--- src/common/trace_consts.svh ---
/*
 * Sizing constants of the retirement trace unit:
 * reorder queue depth, fixed slot positions for each event source,
 * vector lane count, cache line geometry and field widths
 */
`ifndef TRACE_CONSTS_SVH
`define TRACE_CONSTS_SVH

// Reorder queue depth and slot positions
`define TRACE_QUEUE_LEN          7
`define TRACE_SLOT_MULTI         0
`define TRACE_SLOT_MEM           3
// Store invalidation also acts on this slot
`define TRACE_SLOT_SCYCLE        4
`define TRACE_SLOT_STORE         5
`define TRACE_SLOT_IDX_WIDTH     3

// Datapath geometry
`define VECTOR_LANES             4
`define SCALAR_WIDTH             32
`define CACHE_LINE_BYTES         16
`define CACHE_LINE_OFFSET_WIDTH  4

// Thread and register file sizes
`define THREAD_IDX_WIDTH         2
`define REGISTER_IDX_WIDTH       5

// Width of the emitted record counter, which wraps
`define TRACE_SEQ_WIDTH          16

`endif

--- src/common/trace_pkg.sv ---
/*
 * Shared types of the retirement trace unit:
 * scalar, vector, index and mask types, pipeline and event enums,
 * input info structs, slot write requests and the output record
 */
`include "trace_consts.svh"

package trace_pkg;

    typedef logic [`SCALAR_WIDTH - 1:0] scalar_t;
    typedef logic [`VECTOR_LANES * `SCALAR_WIDTH - 1:0] vector_t;
    typedef logic [`THREAD_IDX_WIDTH - 1:0] thread_idx_t;
    typedef logic [`REGISTER_IDX_WIDTH - 1:0] register_idx_t;
    typedef logic [`VECTOR_LANES - 1:0] lane_mask_t;
    typedef logic [`CACHE_LINE_BYTES - 1:0] line_mask_t;

    // Pipeline that produced a writeback
    typedef enum logic [1:0] {
        PIPE_MEM,
        PIPE_SCYCLE_ARITH,
        PIPE_MCYCLE_ARITH
    } pipeline_sel_t;

    typedef enum logic [2:0] {
        EVENT_INVALID = 0,
        EVENT_SWRITEBACK,
        EVENT_VWRITEBACK,
        EVENT_STORE,
        EVENT_INTERRUPT
    } trace_event_type_t;

    // One entry of the reorder queue and of the output record
    typedef struct packed {
        trace_event_type_t event_type;
        scalar_t pc;
        thread_idx_t thread_idx;
        register_idx_t writeback_reg;
        scalar_t addr;
        line_mask_t mask;
        vector_t data;
    } trace_event_t;

    // Retirement seen at the writeback stage
    typedef struct packed {
        logic en;
        logic is_vector;
        logic is_sync_store;
        pipeline_sel_t pipeline;
        thread_idx_t thread_idx;
        register_idx_t writeback_reg;
        scalar_t pc;
        vector_t value;
        lane_mask_t mask;
    } writeback_info_t;

    // Store leaving the memory pipeline, already line aligned in data and mask
    typedef struct packed {
        logic en;
        scalar_t pc;
        thread_idx_t thread_idx;
        scalar_t virt_addr;
        line_mask_t mask;
        vector_t data;
    } store_info_t;

    typedef struct packed {
        logic instruction_valid;
        logic is_load;
        logic is_sync;
        logic rollback_en;
        logic sync_success;
    } mem_status_t;

    typedef struct packed {
        logic en;
        thread_idx_t thread_idx;
        scalar_t pc;
    } interrupt_info_t;

    typedef struct packed {
        logic valid;
        logic [`TRACE_SLOT_IDX_WIDTH - 1:0] slot;
        trace_event_t evt;
    } slot_write_t;

    typedef struct packed {
        trace_event_t evt;
        logic [`TRACE_SEQ_WIDTH - 1:0] seq;
    } trace_record_t;

endpackage

--- src/logic/writeback_capture.sv ---
/*
 * Writeback stage capture
 * Converts a retiring register writeback into a reorder queue slot write,
 * placing it according to the pipeline that produced it
 */
`timescale 1ns/1ps
`include "trace_consts.svh"

module writeback_capture(
    input  trace_pkg::writeback_info_t wb,
    input  logic                       trace_en,
    output trace_pkg::slot_write_t     slot_write
);

    logic [`TRACE_SLOT_IDX_WIDTH - 1:0] target_slot;
    trace_pkg::line_mask_t              wide_mask;

    // Slower pipelines retire later, so they land closer to the queue head
    always_comb
    begin
        case (wb.pipeline)
            trace_pkg::PIPE_MEM:
                target_slot = `TRACE_SLOT_IDX_WIDTH'(`TRACE_SLOT_MEM);

            trace_pkg::PIPE_SCYCLE_ARITH:
                target_slot = `TRACE_SLOT_IDX_WIDTH'(`TRACE_SLOT_SCYCLE);

            default:
                target_slot = `TRACE_SLOT_IDX_WIDTH'(`TRACE_SLOT_MULTI);
        endcase
    end

    // Lane mask sits in the low bits of the line mask
    assign wide_mask = {{(`CACHE_LINE_BYTES - `VECTOR_LANES){1'b0}}, wb.mask};

    always_comb
    begin
        slot_write = '0;
        slot_write.slot = target_slot;

        // A synchronized store only reports its memory event, the success
        // value written to the register is left out of the trace
        if (trace_en && wb.en && !wb.is_sync_store)
        begin
            slot_write.valid = 1'b1;
            if (wb.is_vector)
                slot_write.evt.event_type = trace_pkg::EVENT_VWRITEBACK;
            else
                slot_write.evt.event_type = trace_pkg::EVENT_SWRITEBACK;

            slot_write.evt.pc = wb.pc;
            slot_write.evt.thread_idx = wb.thread_idx;
            slot_write.evt.writeback_reg = wb.writeback_reg;
            slot_write.evt.mask = wide_mask;
            slot_write.evt.data = wb.value;
        end
    end

endmodule

--- src/logic/memory_trap_capture.sv ---
/*
 * Memory pipeline and trap capture
 * Builds store and interrupt events for the store slot, and flags stores
 * that were rolled back or whose synchronized write failed
 */
`timescale 1ns/1ps
`include "trace_consts.svh"

module memory_trap_capture(
    input  trace_pkg::store_info_t     store,
    input  trace_pkg::mem_status_t     status,
    input  trace_pkg::interrupt_info_t interrupt,
    input  logic                       trace_en,
    output trace_pkg::slot_write_t     slot_write,
    output logic                       store_invalidate
);

    trace_pkg::scalar_t line_addr;
    logic               sync_store_failed;

    // Stores are traced per cache line, so drop the offset bits
    assign line_addr = {
        store.virt_addr[`SCALAR_WIDTH - 1:`CACHE_LINE_OFFSET_WIDTH],
        {`CACHE_LINE_OFFSET_WIDTH{1'b0}}
    };

    always_comb
    begin
        slot_write = '0;
        slot_write.slot = `TRACE_SLOT_IDX_WIDTH'(`TRACE_SLOT_STORE);

        if (trace_en && store.en)
        begin
            slot_write.valid = 1'b1;
            slot_write.evt.event_type = trace_pkg::EVENT_STORE;
            slot_write.evt.pc = store.pc;
            slot_write.evt.thread_idx = store.thread_idx;
            slot_write.evt.addr = line_addr;
            slot_write.evt.mask = store.mask;
            slot_write.evt.data = store.data;
        end
        else if (trace_en && interrupt.en)
        begin
            // Interrupts ride down the integer pipeline on an instruction
            slot_write.valid = 1'b1;
            slot_write.evt.event_type = trace_pkg::EVENT_INTERRUPT;
            slot_write.evt.pc = interrupt.pc;
            slot_write.evt.thread_idx = interrupt.thread_idx;
        end
    end

    assign sync_store_failed = status.is_sync && !status.is_load && !status.sync_success;

    // The store queue reports these one cycle after the store itself, and
    // the queue drops the store if it has reached the invalidation slot.
    // This is not gated by trace_en so a store already in flight is still dropped
    assign store_invalidate = status.instruction_valid
        && (status.rollback_en || sync_store_failed);

    // Stores and interrupts share one slot and may never retire together
    always_comb
    begin
        assert final (!(store.en && interrupt.en))
        else
            $error("Store and interrupt retired in the same cycle");
    end

endmodule

--- src/reorder/trace_reorder_queue.sv ---
/*
 * Reorder queue
 * Fixed-slot shift queue that moves every event one slot toward the head
 * each cycle, so events written at a later slot catch up to issue order.
 * Also holds the store invalidation rule and the slot collision checks
 */
`timescale 1ns/1ps
`include "trace_consts.svh"

module trace_reorder_queue(
    input  logic                   clk,
    input  logic                   reset,
    input  trace_pkg::slot_write_t wb_write,
    input  trace_pkg::slot_write_t side_write,
    input  logic                   store_invalidate,
    output trace_pkg::trace_event_t head
);

    localparam int QUEUE_LEN = `TRACE_QUEUE_LEN;

    trace_pkg::trace_event_t slots[QUEUE_LEN];
    trace_pkg::trace_event_t shifted[QUEUE_LEN];
    trace_pkg::trace_event_t next_slots[QUEUE_LEN];
    logic                    wb_conflict;
    logic                    side_conflict;

    always_comb
    begin
        // Every entry advances one slot and the tail fills with nothing
        for (int i = 0; i < QUEUE_LEN - 1; i++)
            shifted[i] = slots[i + 1];

        shifted[QUEUE_LEN - 1] = '0;
        next_slots = shifted;

        if (wb_write.valid)
            next_slots[wb_write.slot] = wb_write.evt;

        if (side_write.valid)
            next_slots[side_write.slot] = side_write.evt;

        // Only a store can be cancelled, a writeback written here is kept
        if (store_invalidate
            && shifted[`TRACE_SLOT_SCYCLE].event_type == trace_pkg::EVENT_STORE)
            next_slots[`TRACE_SLOT_SCYCLE].event_type = trace_pkg::EVENT_INVALID;
    end

    always_ff @(posedge clk, posedge reset)
    begin
        if (reset)
        begin
            for (int i = 0; i < QUEUE_LEN; i++)
                slots[i] <= '0;
        end
        else
            slots <= next_slots;
    end

    assign head = slots[0];

    // A write lands on an occupied entry when the source latencies are wrong
    always_comb
    begin
        wb_conflict = 1'b0;
        side_conflict = 1'b0;
        if (wb_write.valid)
        begin
            if (int'(wb_write.slot) >= QUEUE_LEN)
                wb_conflict = 1'b1;
            else if (shifted[wb_write.slot].event_type != trace_pkg::EVENT_INVALID)
                wb_conflict = 1'b1;
        end

        if (side_write.valid)
        begin
            if (int'(side_write.slot) >= QUEUE_LEN)
                side_conflict = 1'b1;
            else if (shifted[side_write.slot].event_type != trace_pkg::EVENT_INVALID)
                side_conflict = 1'b1;
        end
    end

    // An event written here would overwrite one issued earlier by another pipeline
    wb_slot_free: assert property (@(posedge clk) disable iff (reset) !wb_conflict)
    else
        $error("Writeback event overwrote an in-flight entry at slot %0d", wb_write.slot);

    side_slot_free: assert property (@(posedge clk) disable iff (reset) !side_conflict)
    else
        $error("Store or interrupt overwrote an in-flight entry");

    // Both capture sides must never place events in the same slot at once
    no_double_write: assert property (@(posedge clk) disable iff (reset)
        (wb_write.valid && side_write.valid) |-> (wb_write.slot != side_write.slot))
    else
        $error("Writeback and store/interrupt targeted the same slot");

endmodule

--- src/logic/trace_emitter.sv ---
/*
 * Trace record output
 * Registers the queue head as the outgoing record and stamps each valid
 * record with a wrapping sequence number
 */
`timescale 1ns/1ps
`include "trace_consts.svh"

module trace_emitter(
    input  logic                     clk,
    input  logic                     reset,
    input  trace_pkg::trace_event_t  head,
    output logic                     record_valid,
    output trace_pkg::trace_record_t record
);

    trace_pkg::trace_event_t          record_evt;
    logic [`TRACE_SEQ_WIDTH - 1:0]    record_seq;
    logic [`TRACE_SEQ_WIDTH - 1:0]    seq_count;
    logic                             head_valid;

    assign head_valid = head.event_type != trace_pkg::EVENT_INVALID;

    always_ff @(posedge clk)
    begin
        record_evt <= head;
    end

    // The counter holds the number of the next record to go out, so a gap
    // at the checker shows that a record was lost
    always_ff @(posedge clk, posedge reset)
    begin
        if (reset)
        begin
            record_valid <= 1'b0;
            record_seq <= '0;
            seq_count <= '0;
        end
        else
        begin
            record_valid <= head_valid;
            if (head_valid)
            begin
                record_seq <= seq_count;
                seq_count <= seq_count + 1'b1;
            end
        end
    end

    always_comb
    begin
        record.evt = record_evt;
        record.seq = record_seq;
    end

endmodule

--- src/logic/trace_unit.sv ---
/*
 * Retirement trace unit top level
 * Capture of writebacks, stores and interrupts, the reorder queue and
 * the record output stage
 */
`timescale 1ns/1ps

module trace_unit(
    input  logic                       clk,
    input  logic                       reset,
    input  logic                       trace_en,
    input  trace_pkg::writeback_info_t wb,
    input  trace_pkg::store_info_t     store,
    input  trace_pkg::mem_status_t     status,
    input  trace_pkg::interrupt_info_t interrupt,
    output logic                       record_valid,
    output trace_pkg::trace_record_t   record
);

    trace_pkg::slot_write_t  wb_write;
    trace_pkg::slot_write_t  side_write;
    logic                    store_invalidate;
    trace_pkg::trace_event_t head;

    writeback_capture i_writeback_capture(
        .wb         (wb),
        .trace_en   (trace_en),
        .slot_write (wb_write)
    );

    memory_trap_capture i_memory_trap_capture(
        .store            (store),
        .status           (status),
        .interrupt        (interrupt),
        .trace_en         (trace_en),
        .slot_write       (side_write),
        .store_invalidate (store_invalidate)
    );

    // Puts the three sources back into issue order
    trace_reorder_queue i_trace_reorder_queue(
        .clk              (clk),
        .reset            (reset),
        .wb_write         (wb_write),
        .side_write       (side_write),
        .store_invalidate (store_invalidate),
        .head             (head)
    );

    trace_emitter i_trace_emitter(
        .clk          (clk),
        .reset        (reset),
        .head         (head),
        .record_valid (record_valid),
        .record       (record)
    );

endmodule

--- config.mk ---
export PLATFORM = sky130hd
export DESIGN_NAME = trace_unit
export DESIGN_NICKNAME = d
export VERILOG_FILES = /design/src/common/trace_pkg.sv /design/src/logic/writeback_capture.sv /design/src/logic/memory_trap_capture.sv /design/src/reorder/trace_reorder_queue.sv /design/src/logic/trace_emitter.sv /design/src/logic/trace_unit.sv
export VERILOG_INCLUDE_DIRS = /design/src /design/src/common
export SDC_FILE = /design/constraint.sdc
export NUM_CORES = 2
export LEC_CHECK = 0
export BUFFER_PORTS_ARGS = -buffer_cell sky130_fd_sc_hd__buf_2
export CORE_MARGIN = 8
export CORE_UTILIZATION = 59
export CTS_BUF_LIST = sky130_fd_sc_hd__clkbuf_4 sky130_fd_sc_hd__clkbuf_8
export CTS_CLUSTER_SIZE = 10
export DETAILED_ROUTE_END_ITERATION = 7
export MAX_ROUTING_LAYER = met4
export PLACE_DENSITY = 0.82
export SETUP_SLACK_MARGIN = 0.3
export SLEW_MARGIN = 20
export SYNTH_ARGS = -nofsm -noshare
export SYNTH_HDL_FRONTEND = slang
export SYNTH_SLANG_ARGS = --single-unit
--- constraint.sdc ---
create_clock -name clk -period 53.7 [get_ports clk]
set_input_delay 13.425 -clock clk [delete_from_list [all_inputs] [get_ports clk]]
set_output_delay 13.425 -clock clk [all_outputs]
set_load 0.02 [all_outputs]
==> reports/qor.csv <==
metric;value;unit
clk_latency;0.85;ns
finClkSkew;0.0670;ns
grt_usage;25.2;%
critPathMostFrequentCell;buf_4;
cap_violations;0;
dp_slack;35.82;ns
cp_cell_sequence;buf_2, inv_8, buf_6, buf_4, buf_4, buf_4;
fin_crit_sh;30.9;%
cp-start-kind;primary input;
grt_pass1_vias;28900;
wl_per_cell;20.2;µm
drive_gt1_share;30.0;%
die_area;87900;µm²
cp-end-kind;asynchronous set/reset pin;
critPathSlowestCell;buf_4;
crit_cells;6;
r2r_cells;5;
p_sw;542;µW
setup.worst_path.end;i_trace_reorder_queue.shifted[625];
crit_required;54.48;ns
critical-path-top-delay-family;buffers and inverters;
hpwl;65400;µm
clockRootBuffer;clkbuf_8;
first_iter_violations;1604;
status;finished, final reports clean;
pin_count;665;
clockBufferDepth;3;
ir_drop;0.0338;mV
yosysSeqAreaShare;79.9;%
netlist.top_cell.by_area;dfrtp_1;
fin_tns_setup;0;ns
worst_slew_pin_slew;1.03;ns
slew_violations;0;
final-setup-viol-count;0;
die_y;296;µm
cp_max_fo;120;
crit_arrival;17.36;ns
syn_area;46400;µm²
clkTransAtPathRegs;0.06;ns
synthArstFlopShare;86.0;%
min-delay-start;i_trace_reorder_queue.head[179];
synth_top_area_share;70.7;%
crit_type;primary input to asynchronous set/reset pin;
rsz0062_at_grt;false;
drcViolationCount;0;
postSynthAreaPerCell;14.0;µm²
sequentialPowerShare;52.1;%
synthTopCellsByCount;dfrtp_1, nand2_1, dfxtp_1, and3_1, mux2_2;
power_frac_clock;42.6;%
intPower;1830;µW
gr-total-overflow;0;
synth_ff_type;dfrtp_1;
num_vias;27200;
hold_buffers;0;
synth_most_common_cell;dfrtp_1;
avgViaCountPerCell;5.08;
r2r_slack;51.95;ns
cp_slowest_stage_delay;0.87;ns
routabilityCongestion;0.826;
synth_edf_count;0;
timing.fmax;0.0603;GHz
cts_tree;done;
timing.rr.end;i_trace_emitter.seq_count[15];
cts_buffers;216;
synth_cell_type_count;30;
ant_nets;0;
first_pass_iters;5;
setup_slack;37.13;ns
start_util;59.1;%
hold_path_class;flip-flop to flip-flop;
synthTopCellsByArea;dfrtp_1, dfxtp_1, nand2_1;
cts.sinks;1525;
coreArea;78500;µm²
htreeDepth;4;
antenna_found_initial;45;
cp-startpoint;reset;
post_cts_buffers;0;
fin_crit;16.57;ns
p_sw_share;22.8;%
grt_pass1_wl;163000;µm
power_density;42.5;nW/µm²
cts_resized;0;
r2r_start;i_trace_reorder_queue.head[215];
yosysWarnings;0;
cp.buffers_inverters;6;
syn_to_final_growth;20.2;%
ys_ff_latch;1525;
netlist_instances;3322;
leakage;0.0306;µW
wirelength;108000;µm
fin_nets;4500;
fin_util;71.1;%
combPwrFrac;5.3;%
die_width;296;µm
final-hold-violation-count;0;
grt_max_degree;174;
whs_path_depth;0;
port_buffers;656;
relSlewSlack;31.2;%
row_count;103;
[cells in the final DEF, fill, tap and decap left out, types with 4 or more instances in the layout]
master / Yosys / routed
nor2_1: 8 / 7
mux2_2: 172 / 172
a22o_1: 34 / 34
clkbuf_4: 0 / 89
clkinv_2: 0 / 19
and3_1: 173 / 173
bufinv_16: 0 / 7
xor2_1: 7 / 7
nand4_1: 6 / 6
xnor2_1: 8 / 8
buf_4: 4 / 30
clkbuf_8: 0 / 282
inv_12: 0 / 8
diode_2: 0 / 49
buf_2: 65 / 654
dfxtp_1: 214 / 214
conb_1: 1 / 4
dfrtp_1: 1311 / 1311
nand2_1: 1076 / 1076
clkinv_16: 0 / 4
and2_1: 129 / 129
[power groups by stage]
stage	clock (µW)	combinational, µW	sequential [µW]
3_3_place_gp	0	121	1250
5_1_grt	1080	138	1240
4_1_cts	1030	127	1240
3_5_place_dp	0	125	1260
2_1_floorplan	0	54.5	1270
6_report	1010	125	1240
[layer usage]
metal / vias to the layer above / wire, µm / track usage, %
li1: 12100 / - / -
met2: 960 / 54400 / 39.4
met3: 270 / 6770 / 5.31
met4: 0 / 5190 / 13.8
met1: 13900 / 41800 / 31.0
met5: - / 0 / -
[area by class of cell]
cell class | count | area, µm²
diodes | 49 | 123
clock buffers | 371 | 4550
clock inverters | 41 | 582
fillers | 4760 | 22700
inverters | 2 | 15.0
multi-input cells | 1636 | 8540
flip-flops and latches | 1525 | 37100
well taps | 1050 | 1310
repair buffers | 688 | 3560
[how the worst min path moves through the flow]
stage                                           to  slack (ns)
2_1_floorplan          i_trace_emitter.record[100]        0.32
3_3_place_gp           i_trace_emitter.record[180]        0.32
6_report               i_trace_emitter.record[195]        0.29
4_1_cts                i_trace_emitter.record[195]        0.28
5_1_grt        i_trace_reorder_queue.shifted[1281]        0.30
3_5_place_dp           i_trace_emitter.record[154]        0.33
[per-stage QoR]
stage	std cells	total power [µW]	instance area, µm²	hold slack (ns)
6_report	5362	2370	55800	0.295
5_1_grt	5352	2460	55800	0.297
4_1_cts	5313	2390	55600	0.277
3_5_place_dp	4901	1380	50500	0.327
3_3_place_gp	4901	1370	50500	0.325
2_1_floorplan	3325	1320	46400	0.324
[registers in the layout, indices dropped and copies added, names as in the netlist]
| signal | cells |
|---|---|
| i_trace_reorder_queue.shifted | 1064 |
| i_trace_emitter.record | 214 |
| i_trace_reorder_queue.head | 214 |
| i_trace_emitter.record_seq | 16 |
| i_trace_emitter.seq_count | 16 |
| i_trace_emitter.record_valid | 1 |
[logic make-up after synthesis]
family	synth area share (%)
flip-flops	79.9
AND/OR/NAND/NOR	13.1
buffers and inverters	1.76
adder cells (fa/ha/maj)	0.0270
AO/OA/AOI/OAI	0.704
multiplexers	4.17
other	0.00808
XOR/XNOR	0.283
Note: power is estimated with default switching activity, not from simulation.
